File: src/lcd/mood_glyphs.mem
// Eight 5-bit glyph rows per mood, top row first, moods in mood_t order
00 1B 0A 1B 00 0E 11 00 // dead
00 00 1B 00 00 0E 00 00 // asleep
00 0A 0A 00 00 0E 11 00 // sad
00 0A 0A 00 1F 15 00 00 // sick
00 0A 0A 00 0E 11 0E 00 // hungry
00 00 1B 0A 00 0E 00 00 // tired
00 0A 0A 00 00 1F 00 00 // bored
00 0A 0A 00 11 0E 00 00 // happy

File: src/lcd/mood_text.mem
// Twelve ASCII bytes of mood text per mood, space padded, moods in mood_t order
44 45 41 44 20 20 20 20 20 20 20 20 // DEAD
41 53 4C 45 45 50 20 20 20 20 20 20 // ASLEEP
53 41 44 20 20 20 20 20 20 20 20 20 // SAD
53 49 43 4B 20 20 20 20 20 20 20 20 // SICK
48 55 4E 47 52 59 20 20 20 20 20 20 // HUNGRY
54 49 52 45 44 20 20 20 20 20 20 20 // TIRED
42 4F 52 45 44 20 20 20 20 20 20 20 // BORED
48 41 50 50 59 20 20 20 20 20 20 20 // HAPPY

File: src/common/lcd_pkg.sv
package lcd_pkg;

    typedef logic [7:0] lcd_byte_t;

    // HD44780 commands, 8-bit bus, two lines, 5x8 font
    localparam lcd_byte_t CMD_FUNCTION_SET = 8'h38;
    localparam lcd_byte_t CMD_DISPLAY_ON   = 8'h0C;
    localparam lcd_byte_t CMD_CLEAR        = 8'h01;
    localparam lcd_byte_t CGRAM_BASE       = 8'h40;
    // DDRAM addresses on line 1
    localparam lcd_byte_t CURSOR_FACE      = 8'h80;
    localparam lcd_byte_t CURSOR_TEXT      = 8'h82;

    localparam int GLYPH_ROWS  = 8;
    localparam int TEXT_LENGTH = 12;

    typedef enum logic [3:0] {
        SEQ_POWER_UP,
        SEQ_INIT,
        SEQ_CGRAM_ADDR,
        SEQ_GLYPH,
        SEQ_FACE_CURSOR,
        SEQ_FACE_CHAR,
        SEQ_TEXT_CURSOR,
        SEQ_TEXT,
        SEQ_IDLE
    } seq_state_t;

endpackage

File: src/common/pet_pkg.sv
package pet_pkg;

    // One pet statistic, 0 to 5
    typedef logic [3:0] stat_t;

    // Ticks since reset release
    typedef logic [15:0] tick_count_t;

    // Listed in selection priority, happy is the fallback
    typedef enum logic [2:0] {
        MOOD_DEAD,
        MOOD_ASLEEP,
        MOOD_SAD,
        MOOD_SICK,
        MOOD_HUNGRY,
        MOOD_TIRED,
        MOOD_BORED,
        MOOD_HAPPY
    } mood_t;

    localparam stat_t STAT_MAX = 4'd5;
    localparam stat_t STAT_LOW = 4'd2;

    // Rule periods in ticks, powers of two
    localparam tick_count_t HUNGER_PERIOD = 16'd4;
    localparam tick_count_t FUN_PERIOD    = 16'd4;
    localparam tick_count_t ENERGY_PERIOD = 16'd8;
    localparam tick_count_t REST_PERIOD   = 16'd2;
    localparam tick_count_t HAPPY_PERIOD  = 16'd4;
    localparam tick_count_t LIFE_PERIOD   = 16'd8;

endpackage

File: src/common/lcd_write_if.sv
interface lcd_write_if;

    // Four-phase handshake, rs and data stable while req is high
    logic              req;
    logic              rs;
    lcd_pkg::lcd_byte_t data;
    logic              ack;

    modport sequencer (
        output req,
        output rs,
        output data,
        input  ack
    );

    modport timer (
        input  req,
        input  rs,
        input  data,
        output ack
    );

endinterface

File: src/lcd/lcd_bus_timer.sv
module lcd_bus_timer #(
    parameter int e_pulse_cycles = 25,
    parameter int e_gap_cycles   = 2500
) (
    input  logic               clk,
    input  logic               reset,
    lcd_write_if.timer         wr,
    output logic               lcd_rs,
    output lcd_pkg::lcd_byte_t lcd_data,
    output logic               lcd_e
);

    localparam int MAX_CYCLES = (e_pulse_cycles > e_gap_cycles) ? e_pulse_cycles : e_gap_cycles;
    localparam int CW = $clog2(MAX_CYCLES + 1);

    typedef enum logic [1:0] {
        PH_IDLE,
        PH_PULSE,
        PH_GAP,
        PH_ACK
    } phase_t;

    phase_t        phase;
    logic [CW-1:0] count;

    always_ff @(posedge clk or negedge reset) begin
        if (!reset) begin
            phase    <= PH_IDLE;
            count    <= '0;
            lcd_e    <= 1'b0;
            lcd_rs   <= 1'b0;
            lcd_data <= '0;
            wr.ack   <= 1'b0;
        end else begin
            case (phase)
                PH_IDLE: begin
                    if (wr.req) begin
                        lcd_rs   <= wr.rs;
                        lcd_data <= wr.data;
                        lcd_e    <= 1'b1;
                        count    <= CW'(e_pulse_cycles - 1);
                        phase    <= PH_PULSE;
                    end
                end
                PH_PULSE: begin
                    if (count == '0) begin
                        lcd_e <= 1'b0;
                        count <= CW'(e_gap_cycles - 1);
                        phase <= PH_GAP;
                    end else begin
                        count <= count - 1'b1;
                    end
                end
                PH_GAP: begin
                    // Recovery time before the byte counts as done
                    if (count == '0) begin
                        wr.ack <= 1'b1;
                        phase  <= PH_ACK;
                    end else begin
                        count <= count - 1'b1;
                    end
                end
                default: begin
                    if (!wr.req) begin
                        wr.ack <= 1'b0;
                        phase  <= PH_IDLE;
                    end
                end
            endcase
        end
    end

endmodule

File: src/lcd/lcd_sequencer.sv
module lcd_sequencer #(
    parameter int power_up_cycles = 2_000_000
) (
    input  logic           clk,
    input  logic           reset,
    input  pet_pkg::mood_t mood,
    lcd_write_if.sequencer wr
);
    import pet_pkg::*;
    import lcd_pkg::*;

    localparam int PW = $clog2(power_up_cycles + 1);
    // Custom glyph lives at character code 0
    localparam lcd_byte_t FACE_CODE = 8'h00;

    seq_state_t      state;
    logic [PW-1:0]   power_count;
    logic [1:0]      init_index;
    logic [2:0]      glyph_row;
    logic [3:0]      text_index;
    mood_t           drawn_mood;
    lcd_byte_t       glyph_byte;
    lcd_byte_t       text_byte;
    lcd_byte_t       init_cmd;
    lcd_byte_t       cur_byte;
    logic            cur_rs;
    logic            sending;
    logic            launch;
    logic            done;

    mood_rom u_rom (
        .clk        (clk),
        .mood       (drawn_mood),
        .glyph_row  (glyph_row),
        .text_index (text_index),
        .glyph_byte (glyph_byte),
        .text_byte  (text_byte)
    );

    // Indexes change on the req drop edge, the ack fall that follows
    // gives the ROM its clock before the next launch
    assign sending = (state != SEQ_POWER_UP) && (state != SEQ_IDLE);
    assign launch  = sending && !wr.req && !wr.ack;
    assign done    = wr.req && wr.ack;

    always_comb begin
        case (init_index)
            2'd0:    init_cmd = CMD_FUNCTION_SET;
            2'd1:    init_cmd = CMD_DISPLAY_ON;
            default: init_cmd = CMD_CLEAR;
        endcase
    end

    always_comb begin
        cur_rs   = 1'b0;
        cur_byte = CURSOR_FACE;
        case (state)
            SEQ_INIT:        cur_byte = init_cmd;
            SEQ_CGRAM_ADDR:  cur_byte = CGRAM_BASE;
            SEQ_TEXT_CURSOR: cur_byte = CURSOR_TEXT;
            SEQ_GLYPH: begin
                cur_rs   = 1'b1;
                cur_byte = glyph_byte;
            end
            SEQ_FACE_CHAR: begin
                cur_rs   = 1'b1;
                cur_byte = FACE_CODE;
            end
            SEQ_TEXT: begin
                cur_rs   = 1'b1;
                cur_byte = text_byte;
            end
            default: ;
        endcase
    end

    always_ff @(posedge clk) begin
        if (launch) begin
            wr.rs   <= cur_rs;
            wr.data <= cur_byte;
        end
    end

    always_ff @(posedge clk or negedge reset) begin
        if (!reset) begin
            state       <= SEQ_POWER_UP;
            wr.req      <= 1'b0;
            power_count <= '0;
            init_index  <= '0;
            glyph_row   <= '0;
            text_index  <= '0;
            drawn_mood  <= MOOD_HAPPY;
        end else begin
            case (state)
                SEQ_POWER_UP: begin
                    if (power_count == PW'(power_up_cycles - 1))
                        state <= SEQ_INIT;
                    else
                        power_count <= power_count + 1'b1;
                end
                SEQ_IDLE: begin
                    // Redraw skips the init commands
                    if (mood != drawn_mood) begin
                        drawn_mood <= mood;
                        state      <= SEQ_CGRAM_ADDR;
                    end
                end
                default: begin
                    if (launch) begin
                        wr.req <= 1'b1;
                    end else if (done) begin
                        wr.req <= 1'b0;
                        case (state)
                            SEQ_INIT: begin
                                if (init_index == 2'd2) begin
                                    drawn_mood <= mood;
                                    state      <= SEQ_CGRAM_ADDR;
                                end else begin
                                    init_index <= init_index + 2'd1;
                                end
                            end
                            SEQ_CGRAM_ADDR: begin
                                glyph_row <= '0;
                                state     <= SEQ_GLYPH;
                            end
                            SEQ_GLYPH: begin
                                if (glyph_row == 3'(GLYPH_ROWS - 1))
                                    state <= SEQ_FACE_CURSOR;
                                else
                                    glyph_row <= glyph_row + 3'd1;
                            end
                            SEQ_FACE_CURSOR: state <= SEQ_FACE_CHAR;
                            SEQ_FACE_CHAR: begin
                                text_index <= '0;
                                state      <= SEQ_TEXT_CURSOR;
                            end
                            SEQ_TEXT_CURSOR: state <= SEQ_TEXT;
                            default: begin
                                if (text_index == 4'(TEXT_LENGTH - 1))
                                    state <= SEQ_IDLE;
                                else
                                    text_index <= text_index + 4'd1;
                            end
                        endcase
                    end
                end
            endcase
        end
    end

endmodule

File: src/lcd/mood_rom.sv
module mood_rom (
    input  logic               clk,
    input  pet_pkg::mood_t     mood,
    input  logic [2:0]         glyph_row,
    input  logic [3:0]         text_index,
    output lcd_pkg::lcd_byte_t glyph_byte,
    output lcd_pkg::lcd_byte_t text_byte
);
    import pet_pkg::*;
    import lcd_pkg::*;

    localparam int MOODS = 2 ** $bits(mood_t);

    lcd_byte_t glyph_mem [0:MOODS*GLYPH_ROWS-1];
    lcd_byte_t text_mem  [0:MOODS*TEXT_LENGTH-1];

    logic [5:0] glyph_addr;
    logic [6:0] text_addr;

    // One line per mood in both files, in mood_t order
    initial begin
        $readmemh("/design/src/lcd/mood_glyphs.mem", glyph_mem);
        $readmemh("/design/src/lcd/mood_text.mem", text_mem);
    end

    assign glyph_addr = {mood, glyph_row};
    assign text_addr  = 7'(mood) * 7'(TEXT_LENGTH) + 7'(text_index);

    always_ff @(posedge clk) begin
        glyph_byte <= glyph_mem[glyph_addr];
        text_byte  <= text_mem[text_addr];
    end

endmodule

File: src/logic/pet_top.sv
module pet_top #(
    parameter int tick_cycles     = 50_000_000,
    parameter int power_up_cycles = 2_000_000,
    parameter int e_pulse_cycles  = 25,
    parameter int e_gap_cycles    = 2500
) (
    input  logic               clk,
    input  logic               reset,
    input  logic               presence,
    input  logic               play,
    input  logic               feed_n,
    input  logic               heal_n,
    output logic               lcd_rs,
    output logic               lcd_rw,
    output logic               lcd_e,
    output lcd_pkg::lcd_byte_t lcd_data,
    output pet_pkg::stat_t     hunger,
    output pet_pkg::stat_t     fun,
    output pet_pkg::stat_t     energy,
    output pet_pkg::stat_t     happiness,
    output pet_pkg::stat_t     life
);
    import pet_pkg::*;

    logic  awake;
    logic  feed_press;
    logic  heal_press;
    logic  play_press;
    mood_t mood;

    lcd_write_if lcd_bus ();

    button_sync u_sync (
        .clk        (clk),
        .reset      (reset),
        .presence   (presence),
        .play       (play),
        .feed_n     (feed_n),
        .heal_n     (heal_n),
        .awake      (awake),
        .feed_press (feed_press),
        .heal_press (heal_press),
        .play_press (play_press)
    );

    pet_stats #(
        .tick_cycles (tick_cycles)
    ) u_stats (
        .clk        (clk),
        .reset      (reset),
        .awake      (awake),
        .feed_press (feed_press),
        .heal_press (heal_press),
        .play_press (play_press),
        .hunger     (hunger),
        .fun        (fun),
        .energy     (energy),
        .happiness  (happiness),
        .life       (life),
        .mood       (mood)
    );

    lcd_sequencer #(
        .power_up_cycles (power_up_cycles)
    ) u_sequencer (
        .clk   (clk),
        .reset (reset),
        .mood  (mood),
        .wr    (lcd_bus.sequencer)
    );

    lcd_bus_timer #(
        .e_pulse_cycles (e_pulse_cycles),
        .e_gap_cycles   (e_gap_cycles)
    ) u_timer (
        .clk      (clk),
        .reset    (reset),
        .wr       (lcd_bus.timer),
        .lcd_rs   (lcd_rs),
        .lcd_data (lcd_data),
        .lcd_e    (lcd_e)
    );

    // Write only
    assign lcd_rw = 1'b0;

endmodule

File: src/pet/button_sync.sv
module button_sync (
    input  logic clk,
    input  logic reset,
    input  logic presence,
    input  logic play,
    input  logic feed_n,
    input  logic heal_n,
    output logic awake,
    output logic feed_press,
    output logic heal_press,
    output logic play_press
);

    // Bit order heal_n, feed_n, play, presence
    localparam logic [3:0] IDLE_LEVEL = 4'b1100;

    logic [3:0] meta;
    logic [3:0] sync;
    // Previous synced value of the three buttons
    logic [2:0] sync_q;

    always_ff @(posedge clk or negedge reset) begin
        if (!reset) begin
            meta       <= IDLE_LEVEL;
            sync       <= IDLE_LEVEL;
            sync_q     <= IDLE_LEVEL[3:1];
            feed_press <= 1'b0;
            heal_press <= 1'b0;
            play_press <= 1'b0;
        end else begin
            meta   <= {heal_n, feed_n, play, presence};
            sync   <= meta;
            sync_q <= sync[3:1];
            // Buttons are active low, act on the press edge
            heal_press <= sync_q[2] & ~sync[3];
            feed_press <= sync_q[1] & ~sync[2];
            play_press <= ~sync_q[0] & sync[1];
        end
    end

    assign awake = sync[0];

endmodule

File: src/pet/pet_stats.sv
module pet_stats #(
    parameter int tick_cycles = 50_000_000
) (
    input  logic           clk,
    input  logic           reset,
    input  logic           awake,
    input  logic           feed_press,
    input  logic           heal_press,
    input  logic           play_press,
    output pet_pkg::stat_t hunger,
    output pet_pkg::stat_t fun,
    output pet_pkg::stat_t energy,
    output pet_pkg::stat_t happiness,
    output pet_pkg::stat_t life,
    output pet_pkg::mood_t mood
);
    import pet_pkg::*;

    localparam int DIV_W = $clog2(tick_cycles + 1);

    logic [DIV_W-1:0] div_count;
    logic             tick_pulse;
    tick_count_t      tick_count;

    stat_t hunger_d;
    stat_t fun_d;
    stat_t energy_d;
    stat_t happiness_d;
    stat_t life_d;

    function automatic stat_t dec(stat_t v);
        return (v == '0) ? v : stat_t'(v - 4'd1);
    endfunction

    function automatic stat_t inc(stat_t v);
        return (v >= STAT_MAX) ? STAT_MAX : stat_t'(v + 4'd1);
    endfunction

    function automatic logic due(tick_count_t count, tick_count_t period);
        return (count % period) == '0;
    endfunction

    // Tick pulse, one clock wide, count already advanced when it is seen
    always_ff @(posedge clk or negedge reset) begin
        if (!reset) begin
            div_count  <= '0;
            tick_pulse <= 1'b0;
            tick_count <= '0;
        end else if (div_count == DIV_W'(tick_cycles - 1)) begin
            div_count  <= '0;
            tick_pulse <= 1'b1;
            tick_count <= tick_count + 16'd1;
        end else begin
            div_count  <= div_count + 1'b1;
            tick_pulse <= 1'b0;
        end
    end

    always_comb begin
        hunger_d    = hunger;
        fun_d       = fun;
        energy_d    = energy;
        happiness_d = happiness;
        life_d      = life;

        // Decay, conditions use the values before the tick
        if (tick_pulse) begin
            if (due(tick_count, HUNGER_PERIOD))
                hunger_d = dec(hunger);
            if (awake && due(tick_count, FUN_PERIOD))
                fun_d = dec(fun);
            if (awake && due(tick_count, ENERGY_PERIOD))
                energy_d = dec(energy);
            else if (!awake && due(tick_count, REST_PERIOD))
                energy_d = inc(energy);
            if (due(tick_count, HAPPY_PERIOD) && (fun <= STAT_LOW || hunger <= STAT_LOW))
                happiness_d = dec(happiness);
            if (due(tick_count, LIFE_PERIOD) &&
                (hunger <= STAT_LOW || energy <= STAT_LOW || happiness <= STAT_LOW))
                life_d = dec(life);
        end

        // Presses override the tick for what they touch
        if (feed_press && awake)
            hunger_d = STAT_MAX;
        if (heal_press && life < STAT_MAX && hunger != '0) begin
            life_d   = STAT_MAX;
            hunger_d = dec(hunger);
        end
        if (play_press && awake && fun < STAT_MAX) begin
            fun_d       = STAT_MAX;
            happiness_d = inc(happiness);
            energy_d    = dec(energy);
        end
    end

    always_ff @(posedge clk or negedge reset) begin
        if (!reset) begin
            hunger    <= STAT_MAX;
            fun       <= STAT_MAX;
            energy    <= STAT_MAX;
            happiness <= STAT_MAX;
            life      <= STAT_MAX;
        end else if (life != '0) begin
            // A dead pet stays frozen
            hunger    <= hunger_d;
            fun       <= fun_d;
            energy    <= energy_d;
            happiness <= happiness_d;
            life      <= life_d;
        end
    end

    always_comb begin
        if (life == '0)
            mood = MOOD_DEAD;
        else if (!awake)
            mood = MOOD_ASLEEP;
        else if (happiness <= STAT_LOW)
            mood = MOOD_SAD;
        else if (life <= STAT_LOW)
            mood = MOOD_SICK;
        else if (hunger <= STAT_LOW)
            mood = MOOD_HUNGRY;
        else if (energy <= STAT_LOW)
            mood = MOOD_TIRED;
        else if (fun <= STAT_LOW)
            mood = MOOD_BORED;
        else
            mood = MOOD_HAPPY;
    end

endmodule

File: config.mk
export PLATFORM = sky130hd
export DESIGN_NAME = pet_top
export DESIGN_NICKNAME = d
export VERILOG_FILES = /design/src/common/lcd_pkg.sv /design/src/common/pet_pkg.sv /design/src/common/lcd_write_if.sv /design/src/lcd/lcd_bus_timer.sv /design/src/lcd/lcd_sequencer.sv /design/src/lcd/mood_rom.sv /design/src/logic/pet_top.sv /design/src/pet/button_sync.sv /design/src/pet/pet_stats.sv
export SDC_FILE = /design/constraint.sdc
export NUM_CORES = 1
export LEC_CHECK = 0
export ABC_AREA = 1
export BUFFER_PORTS_ARGS = -buffer_cell sky130_fd_sc_hd__buf_4
export CORE_UTILIZATION = 45
export CTS_CLUSTER_DIAMETER = 100
export DETAILED_ROUTE_END_ITERATION = 12
export PLACE_DENSITY = 0.66
export SYNTH_ARGS = -nofsm -noshare
export SYNTH_HDL_FRONTEND = slang
export SYNTH_SLANG_ARGS = --single-unit
File: constraint.sdc
create_clock -name clk -period 1.69 [get_ports clk]
set_input_delay 0.2535 -clock clk [delete_from_list [all_inputs] [get_ports clk]]
set_output_delay 0.2535 -clock clk [all_outputs]
set_load 0.01 [all_outputs]
==> out/qor.csv, run 1 <==
metric,value,unit
Setup-failing EPs final,13,
worst setup margin,-0.133,ns
Syn Std Cell Area,7610,sq um
vias per std cell,4.87,
hpwl dp,11600,microns
Top Ports,37,
HP Class,in2async,
"Req. time, crit path",2.05,ns
"slowest stage cell, crit path",dfstp_2,
max incr delay on CP,0.53,ns
Starting Density,0.460,
Leak Pwr,0.00472,uW
CTS tree,done,
Crit Path Category,reg2reg,
Hold Fails Final Rpt,0,
Final Non-Filler Cells,1295,
clk sinks,134,
"Clk Latency, worst-skew pair",0.42,ns
CTS root buffer,clkbuf_16,
share of cells above drive strength 1,0.326,
Clock Path Buffers,2,
RSZ-0062 raised after global routing,yes,
Final min period,1.82,ns
WL final,16500,microns
crit path DAT,2.18,ns
via count,6303,
TritonCTS Buffers,17,
initial DRC count,262,
first-pass GRT wire length,27400,microns
Post-DP Area,8840,sq um
register area share after synthesis,0.449,
DRT Pass-1 Iters,4,
Yosys warning total,0,
number of flops mapped to enable cells by yosys,8,
max-slew violations,0,
CP top delay family,simple AND/OR/NAND/NOR gates,
fmax,549,MHz
DIE WIDTH,132,microns
post-route clock period utilization,1.08,
Crit. End Element,flip-flop,
Worst Skew,0.00778,ns
dpl ws,-0.144,ns
Total Power,6990,uW
top_reg_cell synth,dfrtp_1,
cell count after synthesis,909,
initial antenna violation count,0,
DP Cell Count,1246,
clock-pin slew on the worst setup and hold paths,0.06,ns
failing checks,negative setup slack,
"Net Count, Synth",949,
FP Rows,47,
pin count of the biggest net entering global routing,39,
Post-DRT Antenna Nets,0,
"commonest cells after routing, fill and taps aside","nand2_1, buf_4, inv_1, dfrtp_1, nor2_1",
worst-case vdd ir drop,785,uV
H-tree depth,4,
die area,17400,sq um
Post-Route Setup TNS,-1.03,ns
worst-path cell chain,inv_2 > ha_2 > inv_1 > nand2_1 > nand2_2 > nand2_4 > inv_2 > nand2_2 > nand3_2 > nand2_2 > nor2_4 > nand3_4 > nand2_4 > nand2_1 > nand2_1,
"most common cell after layout, fill and taps aside",nand2_1,
worst path bufs/invs,3,
fraction of registers with async set/reset,0.940,
Ant. Diodes,0,
Tot GR Track Use,0.194,
CP Max Fanout,8,
I/O Buffers,35,
crit start category,flip-flop,
vias in the first global route,5887,
Max Cap Viol,0,
Chip Height,132,microns
Power per Cell Area,704,nW/um^2
#FFs+latches synth,134,
WL/cell,12.7,microns
Final Cell Area,9930,sq um
synthesized area per cell,8.37,sq um
GP Congestion,0.860,
Area Growth Syn to Fin,30.5,%
post-synth cell types,51,
grt total ovfl,0,
Placeable Area,16500,sq um
status,"finished, violations left",
final net count,1102,
DRC errors left,0,
## per-layer routing
metal	routed length (microns)	vias to the layer above	global-route usage
li1	-	3248	-
met1	7890	2957	0.272
met2	7870	82	0.303
met3	548	16	0.0438
met4	145	0	0.0517
met5	0	-	0
## cell usage after synthesis (9+ instances only)
cell       n  area share
xor2_1    42       0.048
nand2_1  193       0.095
nand2_2   12      0.0099
nor2_2    11      0.0090
nor3_1    23       0.015
nand4_1   22       0.018
dfrtp_1  107        0.35
nor2_1    90       0.044
ha_1      34       0.056
nand3_1   46       0.030
inv_2     16      0.0079
a21oi_1   17       0.011
nor4_1     9      0.0074
o21ai_1   23       0.015
inv_1    119       0.059
xnor2_1   11       0.013
o21ai_0   42       0.028
dfstp_2   19       0.066
## layout make-up
type / count / area [sq um]
clock buffer: 25 / 507
sequential: 134 / 3420
timing repair inverter: 2 / 15.0
clock inverter: 7 / 68.8
tap: 220 / 275
multi-input combinational: 632 / 4030
timing repair buffer: 138 / 1090
fill: 1410 / 6600
inverter: 137 / 531
## path summary, 6_finish.rpt
check,from,endpoint,slack [ns],cells after the start
max in group asynchronous,reset,u_sync.meta[2]$_DFF_PN1_,0.76,3
setup reg to reg,u_stats.happiness[0]$_DFFE_PN1P_,u_sequencer.state[3]$_DFFE_PN0P_,-0.13,15
hold reg to reg,u_sync.meta[0]$_DFF_PN0_,u_sync.sync[0]$_DFF_PN0_,0.35,0
setup / recovery,u_stats.happiness[0]$_DFFE_PN1P_,u_sequencer.state[3]$_DFFE_PN0P_,-0.13,15
min in group clk,u_sync.meta[0]$_DFF_PN0_,u_sync.sync[0]$_DFF_PN0_,0.35,0
hold / removal,reset,u_timer.count[6]$_DFFE_PN0P_,0.29,2
## logic make-up after synthesis
family	synth area share
mux	0.0145
other cells	0.000493
compound gates	0.0694
xor+xnor	0.0610
simple gates	0.276
flops	0.449
buf+inv	0.0740
fa+ha+maj	0.0559
## power breakdown
part	total [uW]	internal, uW	switching (uW)
Sequential	3270	3260	9.15
Clock	3600	2220	1370
Combinational	124	40.0	84.4
Total	6990	5520	1470
## registers in the layout (all words and copies together) (netlist names), 7 cells and up
name,flops
u_sequencer.power_count,21
u_sequencer.wr.data,7
u_stats.div_count,26
u_timer.count,12
u_timer.lcd_data,7
## timing repair
action	in CTS	in global routing
endpoints found under the hold margin	37	0
resized for setup	17	97
hold buffers	5	0
gates cloned	0	2
setup buffers	1	9
pin swaps	14	39
endpoints found under the setup margin	22	59
## through the flow
stage	utilization	hold slack, ns
global route	0.601	0.324
global placement	0.535	0.173
CTS	0.576	0.295
floorplan	-	-0.0421
finish	0.601	0.288
detailed placement	0.535	0.175
(Power assumes the default switching activity.)
==> run 2, diff against run 1 <==
Settings changed: ABC_AREA 1 to not set.
==> run 2 against run 1 <==
Net effect:
- the flow still finishes with violations (negative setup slack)
- non-clock buffer count up 132
- critical endpoint is now u_sequencer.state[0]$_DFFE_PN0P_
- synthesized cell count decreased by 23%
- clock power is 7.5% higher
- highest routed layer unchanged
- setup slack lost 0.47 ns
- die area shrank 7.8%
==> out/qor.csv, run 2 <==
metric,value,unit,change
status,"finished, violations left",,unchanged
failing checks,negative setup slack,,unchanged
WL final,19800,microns,was 16500 microns
Crit. End Element,flip-flop,,unchanged
Fill cells,985,,was 1410
final net count,1015,,was 1102
first-pass GRT wire length,30900,microns,was 27400 microns
Final min period,2.29,ns,was 1.82 ns
CTS tree,done,,unchanged
worst path bufs/invs,1,,was 3
die area,16100,sq um,was 17400 sq um
"Clk Latency, worst-skew pair",0.42,ns,about the same
Tot GR Track Use,0.242,,was 0.194
Biggest register,u_stats.div_count,,unchanged
Regs by FF count,"u_stats.div_count x26, u_sequencer.power_count x21, u_timer.count x12",,unchanged
Chip Height,127,microns,was 132 microns
Synth Area in Adders,0.0607,,was 0.0559
H-tree depth,4,,unchanged
pin count of the biggest net entering global routing,38,,was 39
#FFs+latches synth,134,,unchanged
"commonest cells after routing, fill and taps aside","buf_4, dfrtp_1, nand2_1",,"was nand2_1, buf_4, inv_1, dfrtp_1, nor2_1"
CP top delay family,simple AND/OR/NAND/NOR gates,,unchanged
TritonCTS Buffers,17,,unchanged
cell count after synthesis,703,,was 909
I/O Buffers,35,,unchanged
worst setup margin,-0.599,ns,was -0.133 ns
clock-pin slew on the worst setup and hold paths,0.06,ns,about the same
"most common cell after layout, fill and taps aside",buf_4,,was nand2_1
clk sinks,134,,unchanged
max FFs per register,26,,unchanged
Register Area,3420,sq um,about the same
most frequent cell after synthesis,dfrtp_1,,was nand2_1
"Net Count, Synth",743,,was 949
Final Non-Filler Cells,1176,,was 1295
share of the synthesized area in the top cell type,0.382,,was 0.352
Leak Pwr,0.00504,uW,was 0.00472 uW
via count,6370,,was 6303
Placeable Area,15200,sq um,was 16500 sq um
Slew Limit Headroom,0.657,,
fmax,437,MHz,was 549 MHz
max incr delay on CP,0.55,ns,was 0.53 ns
Crit Path Category,reg2reg,,unchanged
Max Cap Viol,0,,unchanged
post-synth cell types,72,,was 51
vias in the first global route,6621,,was 5887
Top Ports,37,,unchanged
main combinational cell family by area after synthesis,simple AND/OR/NAND/NOR gates,,unchanged
vias per std cell,5.42,,was 4.87
number of flops mapped to enable cells by yosys,8,,unchanged
Power per Cell Area,661,nW/um^2,was 704 nW/um^2
CP Max Fanout,4,,was 8
dpl ws,-0.669,ns,was -0.144 ns
Area Growth Syn to Fin,57.6,%,was 30.5%
register area share after synthesis,0.488,,was 0.449
Hold Fails Final Rpt,0,,unchanged
hpwl dp,12000,microns,was 11600 microns
Post-DP Area,9080,sq um,was 8840 sq um
cells on worst reg2reg path,8,,was 15
Clock Path Buffers,2,,unchanged
worst-path cell chain,inv_4 > ha_4 > or3b_4 > nand2_2 > or4_4 > o21ai_4 > a21oi_4 > mux2_4,,was inv_2 > ha_2 > inv_1 > nand2_1 > nand2_2 > nand2_4 > inv_2 > nand2_2 > nand3_2 > nand2_2 > nor2_4 > nand3_4 > nand2_4 > nand2_1 > nand2_1
max-slew violations,0,,unchanged
Setup-failing EPs final,72,,was 13
initial DRC count,278,,was 262
Starting Density,0.461,,was 0.460
Ant. Diodes,0,,unchanged
worst-case vdd ir drop,680,uV,was 785 uV
grt total ovfl,0,,unchanged
"slowest stage cell, crit path",dfstp_2,,unchanged
post-route clock period utilization,1.35,,was 1.08
mux contribution to synthesized area,0.0296,,was 0.0145
Worst Skew,0.00733,ns,was 0.00778 ns
CTS root buffer,clkbuf_16,,unchanged
crit start category,flip-flop,,unchanged
Post-DRT Antenna Nets,0,,unchanged
synthesized area per cell,9.97,sq um,was 8.37 sq um
Final Cell Area,11000,sq um,was 9930 sq um
initial antenna violation count,0,,unchanged
fraction of registers with async set/reset,0.940,,unchanged
top_reg_cell synth,dfrtp_1,,unchanged
share of cells above drive strength 1,0.520,,was 0.326
GP Congestion,0.861,,was 0.860
DIE WIDTH,127,microns,was 132 microns
Syn Std Cell Area,7010,sq um,was 7610 sq um
"Req. time, crit path",1.99,ns,was 2.05 ns
synth cell count leaders,"dfrtp_1, nand2_1, nor2_1, o21ai_0",,"was nand2_1, inv_1, dfrtp_1, nor2_1, nand3_1"
dominant cells by area after synthesis,"dfrtp_1, dfstp_2, ha_1",,"was dfrtp_1, nand2_1, dfstp_2"
Yosys top cell by area,dfrtp_1,,unchanged
Yosys warning total,0,,unchanged
Util after Layout,0.726,,was 0.601
DRC errors left,0,,unchanged
Total Power,7290,uW,was 6990 uW
FP Rows,45,,was 47
RSZ-0062 raised after global routing,yes,,unchanged
Levels on crit path,8,,was 15
post-synthesis simple-gate area fraction,0.208,,was 0.276
DP Cell Count,1092,,was 1246
WL/cell,16.8,microns,was 12.7 microns
Synth Area in Compound Gates,0.118,,was 0.0694
DRT Pass-1 Iters,4,,unchanged
post-synthesis xor/xnor area fraction,0.0675,,was 0.0610
crit path DAT,2.59,ns,was 2.18 ns
Multi-input gate area,4440,sq um,was 4030 sq um
worst-margin pin slew,0.510,ns,
HP Class,in2async,,unchanged
-- run 2: cell types whose count changed after synthesis, sizes merged, moves of 11 or more --
cell    previous run  this run
nor2b              0        11
o21ai             66        44
nor2             104        66
nand3             54        27
nand2            208        77
nand2b             0        15
xor2              42        20
inv              135        30
xnor2             11        34
clkbuf             0        12
-- run 2: path summary, 6_finish.rpt --
check | startpoint | endpoint | slack, ns
worst max-delay path | u_stats.life[0]$_DFFE_PN1P_ | u_sequencer.state[0]$_DFFE_PN0P_ | -0.60
worst min-delay path | reset | u_stats.energy[3]$_DFFE_PN0P_ | 0.32
worst max register to register | u_stats.life[0]$_DFFE_PN1P_ | u_sequencer.state[0]$_DFFE_PN0P_ | -0.60
worst min register to register | u_sync.meta[0]$_DFF_PN0_ | u_sync.sync[0]$_DFF_PN0_ | 0.34
max in group asynchronous | reset | u_sync.meta[2]$_DFF_PN1_ | 0.76
min in group clk | u_sync.meta[0]$_DFF_PN0_ | u_sync.sync[0]$_DFF_PN0_ | 0.34
-- run 2: where the power goes --
group	leakage (uW)	internal, uW	total [uW]	switching, uW
Combinational	0.00304	58.3	158	100
Clock	0.000298	2450	3870	1420
Sequential	0.00170	3260	3270	9.62
Total	0.00504	5760	7290	1530
-- run 2: final cells by class --
| class | instances | share of cell area |
|---|---|---|
| multi-input cells | 522 | 0.402 |
| clock buffers | 17 | 0.0385 |
| clock inverters | 15 | 0.0169 |
| flip-flops and latches | 134 | 0.310 |
| inverters | 30 | 0.0109 |
| repair buffers | 270 | 0.200 |
| well taps | 188 | 0.0213 |
-- run 2: kinds of logic (layout without fill, tap and decap cells) --
group | Yosys count | after routing
and+or+nand+nor | 287 | 287
DFF | 134 | 134
AOI/OAI and AO/OA | 128 | 128
xor gates and xnor gates | 54 | 54
buffers and inverters | 47 | 332
adders and majority gates | 34 | 34
muxes | 18 | 18
other | 1 | 1
-- run 2: through the flow --
step | hold WS [ns] | TNS [ns]
after floorplan | -0.0421 | -10.47
after global placement | 0.214 | -11.65
after detailed placement | 0.220 | -15.49
after CTS | 0.327 | -12.58
after global routing | 0.353 | -21.03
final | 0.318 | -14.42
-- run 2: what timing repair did --
| item | in CTS | in global routing |
|---|---|---|
| endpoints found under the hold margin | 24 | 0 |
| buffers inserted | 32 | 18 |
| pin swaps | 57 | 35 |
| endpoints found under the setup margin | 79 | 101 |
| gates cloned | 2 | 0 |
| gates resized for setup | 133 | 101 |
| hold buffers | 5 | 0 |
-- run 2: routing by layer --
metal,vias up,GRT usage,wire [microns]
met5,-,0,0
met1,3186,0.285,8010
li1,3010,-,-
met3,49,0.0439,667
met4,0,0.0959,493
met2,125,0.437,10600
==> run 3, diff against run 2 <==
Settings changed: CELL_PAD_IN_SITES_DETAIL_PLACEMENT set to 1, CELL_PAD_IN_SITES_GLOBAL_PLACEMENT set to 1, CORE_UTILIZATION 45 to 44, PLACE_DENSITY 0.66 to 0.78.
==> run 3 against run 2 <==
Net effect:
- area after synthesis unchanged
- synthesized cell count unchanged
- the run now fails in global routing (5_1_grt)
==> out/qor.csv, run 3 <==
metric,value,unit,change
TritonCTS Buffers,17,,unchanged
most frequent cell after synthesis,dfrtp_1,,unchanged
Yosys top cell by area,dfrtp_1,,unchanged
Post-DP Area,9030,sq um,was 9080 sq um
Chip Height,128,microns,was 127 microns
Fail Step,global routing (5_1_grt),,
register area share after synthesis,0.488,,unchanged
DP Cell Count,1106,,was 1092
hpwl dp,15300,microns,was 12000 microns
pin count of the biggest net entering global routing,45,,
top_reg_cell synth,dfrtp_1,,unchanged
share of the synthesized area in the top cell type,0.382,,unchanged
grt repair worst endpoint,u_sequencer.state[0]$_DFFE_PN0P_/D,,
FP Rows,45,,unchanged
status,did not finish,,"was finished, violations left"
number of flops mapped to enable cells by yosys,8,,unchanged
Top Ports,37,,unchanged
dominant cells by area after synthesis,"dfrtp_1, dfstp_2, ha_1",,unchanged
synth cell count leaders,"dfrtp_1, nand2_1, nor2_1, o21ai_0",,unchanged
Tot GR Track Use,0.838,,
H-tree depth,4,,unchanged
CTS root buffer,clkbuf_16,,unchanged
cell count after synthesis,703,,unchanged
"Net Count, Synth",743,,unchanged
post-synth cell types,72,,unchanged
GP Congestion,0.838,,was 0.861
Worst End Pin Type,sequential cell input,,
initial antenna violation count,10,,
Err,[ERROR GRT-0232] Routing congestion too high. Check the congestion heatmap in the GUI.,,
I/O Buffers,35,,unchanged
fraction of registers with async set/reset,0.940,,unchanged
Clock Path Buffers,2,,unchanged
clk sinks,134,,unchanged
Yosys warning total,0,,unchanged
Syn Std Cell Area,7010,sq um,unchanged
DIE WIDTH,128,microns,was 127 microns
Starting Density,0.456,,was 0.461
#FFs+latches synth,134,,unchanged
dpl ws,-0.621,ns,was -0.669 ns
grt total ovfl,479,,
synthesized area per cell,9.97,sq um,unchanged
[run 3: cell counts after synthesis]
Identical to the previous run, type by type.
[run 3: cell families after synthesis]
logic type | Yosys count | synth area share
AND/OR/NAND/NOR | 287 | 0.208
buffers and inverters | 47 | 0.0277
adder cells (fa/ha/maj) | 34 | 0.0607
other | 1 | 0.000535
AO/OA/AOI/OAI | 128 | 0.118
XOR/XNOR | 54 | 0.0675
flip-flops | 134 | 0.488
multiplexers | 18 | 0.0296
[run 3: per-stage QoR]
step                TNS (ns)  hold slack, ns
CTS                   -14.82           0.207
detailed placement    -19.08           0.116
global placement      -11.10           0.117
floorplan             -10.47         -0.0421
[run 3: what timing repair did]
item	CTS
hold buffers	5
cloned	1
setup endpoints to repair	87
buffers inserted	45
gates resized for setup	176
hold endpoints to repair	89
pin swaps	71
[run 3: per-layer routing]
| layer | global-route usage | overflow |
|---|---|---|
| met1 | 0.816 | 0 |
| met2 | 1.06 | 348 |
| met3 | 0.618 | 4 |
| met4 | 0.931 | 127 |
| met5 | 0.118 | 0 |
==> run 4, diff against run 3 <==
Settings changed: CELL_PAD_IN_SITES_DETAIL_PLACEMENT 1 to not set, CELL_PAD_IN_SITES_GLOBAL_PLACEMENT 1 to not set, CORE_UTILIZATION 44 to 30, CTS_CLUSTER_DIAMETER 100 to not set, PLACE_DENSITY 0.78 to not set, PLACE_DENSITY_LB_ADDON set to 0.15.
Clock period 1.69 ns to 2.2 ns, I/O delays scaled along.
==> run 4 against run 3 <==
Net effect:
- the flow now finishes, with violations (negative setup slack)
==> out/qor.csv, run 4 (synthesis gave the netlist of run 2 again) <==
metric,value,unit,change
first-pass GRT wire length,25600,microns,
DRT Pass-1 Iters,5,,
Ant. Diodes,0,,
Leak Pwr,0.00392,uW,
flop-to-flop setup slack,-0.09,ns,
vias in the first global route,5330,,
worst-margin pin slew,1.18,ns,
I/O Buffers,35,,unchanged
worst path bufs/invs,1,,
"Clk Latency, worst-skew pair",0.41,ns,
max incr delay on CP,0.54,ns,
vias per std cell,4.72,,
clk sinks,134,,unchanged
max-slew violations,0,,
status,"finished, violations left",,was did not finish
Area Growth Syn to Fin,26.7,%,
Levels on crit path,8,,
TritonCTS Buffers,17,,unchanged
CTS tree,done,,
Final min period,2.29,ns,
crit start category,flip-flop,,
Tot GR Track Use,0.132,,
"most common cell after layout, fill and taps aside",dfrtp_1,,
Crit. End Element,flip-flop,,
fmax,436,MHz,
Total Power,5740,uW,
Hold Fails Final Rpt,0,,
Biggest register,u_stats.div_count,,
hpwl dp,10500,microns,was 15300 microns
share of cells above drive strength 1,0.235,,
"commonest cells after routing, fill and taps aside","dfrtp_1, buf_4, nand2_1",,
Regs by FF count,"u_stats.div_count x26, u_sequencer.power_count x21, u_timer.count x12",,
WL final,14700,microns,
clock-pin slew on the worst setup and hold paths,0.06,ns,
Post-Route Setup TNS,-0.276,ns,
Chip Height,155,microns,was 128 microns
grt total ovfl,0,,
HP Class,in2reg,,
H-tree depth,4,,unchanged
die area,24000,sq um,
CP Max Fanout,4,,
RSZ-0062 raised after global routing,yes,,
crit path DAT,2.59,ns,
Placeable Area,22800,sq um,
Post-DRT Antenna Nets,0,,
CTS root buffer,clkbuf_16,,unchanged
Crit Path Category,reg2reg,,
Worst Skew,0.00924,ns,
Top Ports,37,,unchanged
Power per Cell Area,647,nW/um^2,
DIE WIDTH,155,microns,was 128 microns
worst setup margin,-0.0948,ns,
GP Congestion,0.796,,was 0.838
Starting Density,0.308,,was 0.456
post-route clock period utilization,1.04,,
final net count,841,,
initial DRC count,226,,
launch point of the worst path,u_stats.life[0]$_DFFE_PN1P_,,
Worst R2R End,u_sequencer.state[0]$_DFFE_PN0P_,,
worst-case vdd ir drop,456,uV,
pin count of the biggest net entering global routing,78,,
failing checks,negative setup slack,,
worst r2r src,u_stats.life[0]$_DFFE_PN1P_,,
DRC errors left,0,,
Setup-failing EPs final,4,,
"slowest stage cell, crit path",dfstp_2,,
via count,5317,,
worst-path cell chain,inv_2 > ha_4 > or3b_4 > nand2_2 > or4_4 > o21ai_4 > a21oi_4 > mux2_4,,
FP Rows,55,,was 45
Max Cap Viol,0,,
"Req. time, crit path",2.49,ns,
max FFs per register,26,,
cells on worst reg2reg path,8,,
Setup crit end,u_sequencer.state[0]$_DFFE_PN0P_,,
initial antenna violation count,0,,
Slew Limit Headroom,0.211,,
WL/cell,13.0,microns,
Clock Path Buffers,2,,unchanged
CP top delay family,simple AND/OR/NAND/NOR gates,,
[run 4: cell type report]
| type | count | area, sq um |
|---|---|---|
| Sequential cell | 134 | 3420 |
| Multi-Input combinational cell | 522 | 3540 |
| Clock buffer | 23 | 500 |
| Inverter | 30 | 113 |
| Timing Repair Buffer | 96 | 754 |
| Fill cell | 2199 | 13900 |
| Clock inverter | 9 | 160 |
| Tap cell | 313 | 392 |
[run 4: how the worst min path moves through the flow]
stage	cells after the start	slack, ns	end	startpoint
floorplan	0	0.03	u_sequencer.glyph_row[0]$_DFFE_PN0P_	reset
global placement	1	0.19	u_stats.energy[1]$_DFFE_PN0P_	reset
detailed placement	1	0.20	u_stats.energy[1]$_DFFE_PN0P_	reset
CTS	1	0.0005	u_sync.meta[0]$_DFF_PN0_	presence
global route	1	0.001	u_sync.meta[1]$_DFF_PN0_	play
finish	1	0.03	u_sync.meta[0]$_DFF_PN0_	presence
[run 4: per-stage QoR]
stage | instances | utilization | cell area, sq um | worst slack, ns | hold slack, ns
5_1_grt | 1127 | 0.390 | 8870 | -0.172 | 0.00148
3_3_place_gp | 1086 | 0.355 | 8080 | -0.0686 | 0.193
2_1_floorplan | 703 | - | 7100 | -0.122 | 0.0344
6_report | 1127 | 0.390 | 8870 | -0.0948 | 0.0267
4_1_cts | 1125 | 0.388 | 8830 | -0.0894 | 0.000458
3_5_place_dp | 1086 | 0.355 | 8080 | -0.122 | 0.198
[run 4: repair_timing]
item,4_1_cts,5_1_grt
pin swaps,3,4
setup endpoints to repair,6,22
setup buffers,5,2
hold buffers,2,0
cloned,0,0
gates resized for setup,8,5
endpoints found under the hold margin,12,0
[run 4: report_power, final]
group	total [uW]	switching [uW]	internal [uW]	leakage (uW)
logic	86.1	61.3	24.7	0.00190
clock network	3150	1070	2070	0.000311
registers	2510	9.01	2500	0.00171
[run 4: routing by layer]
| layer | global-route usage | vias to the layer above | part of all wire |
|---|---|---|---|
| met5 | 0 | - | 0 |
| met4 | 0.0528 | 0 | 0.0059 |
| met3 | 0.0252 | 4 | 0.017 |
| met2 | 0.218 | 58 | 0.48 |
| met1 | 0.171 | 2590 | 0.50 |
| li1 | - | 2665 | - |
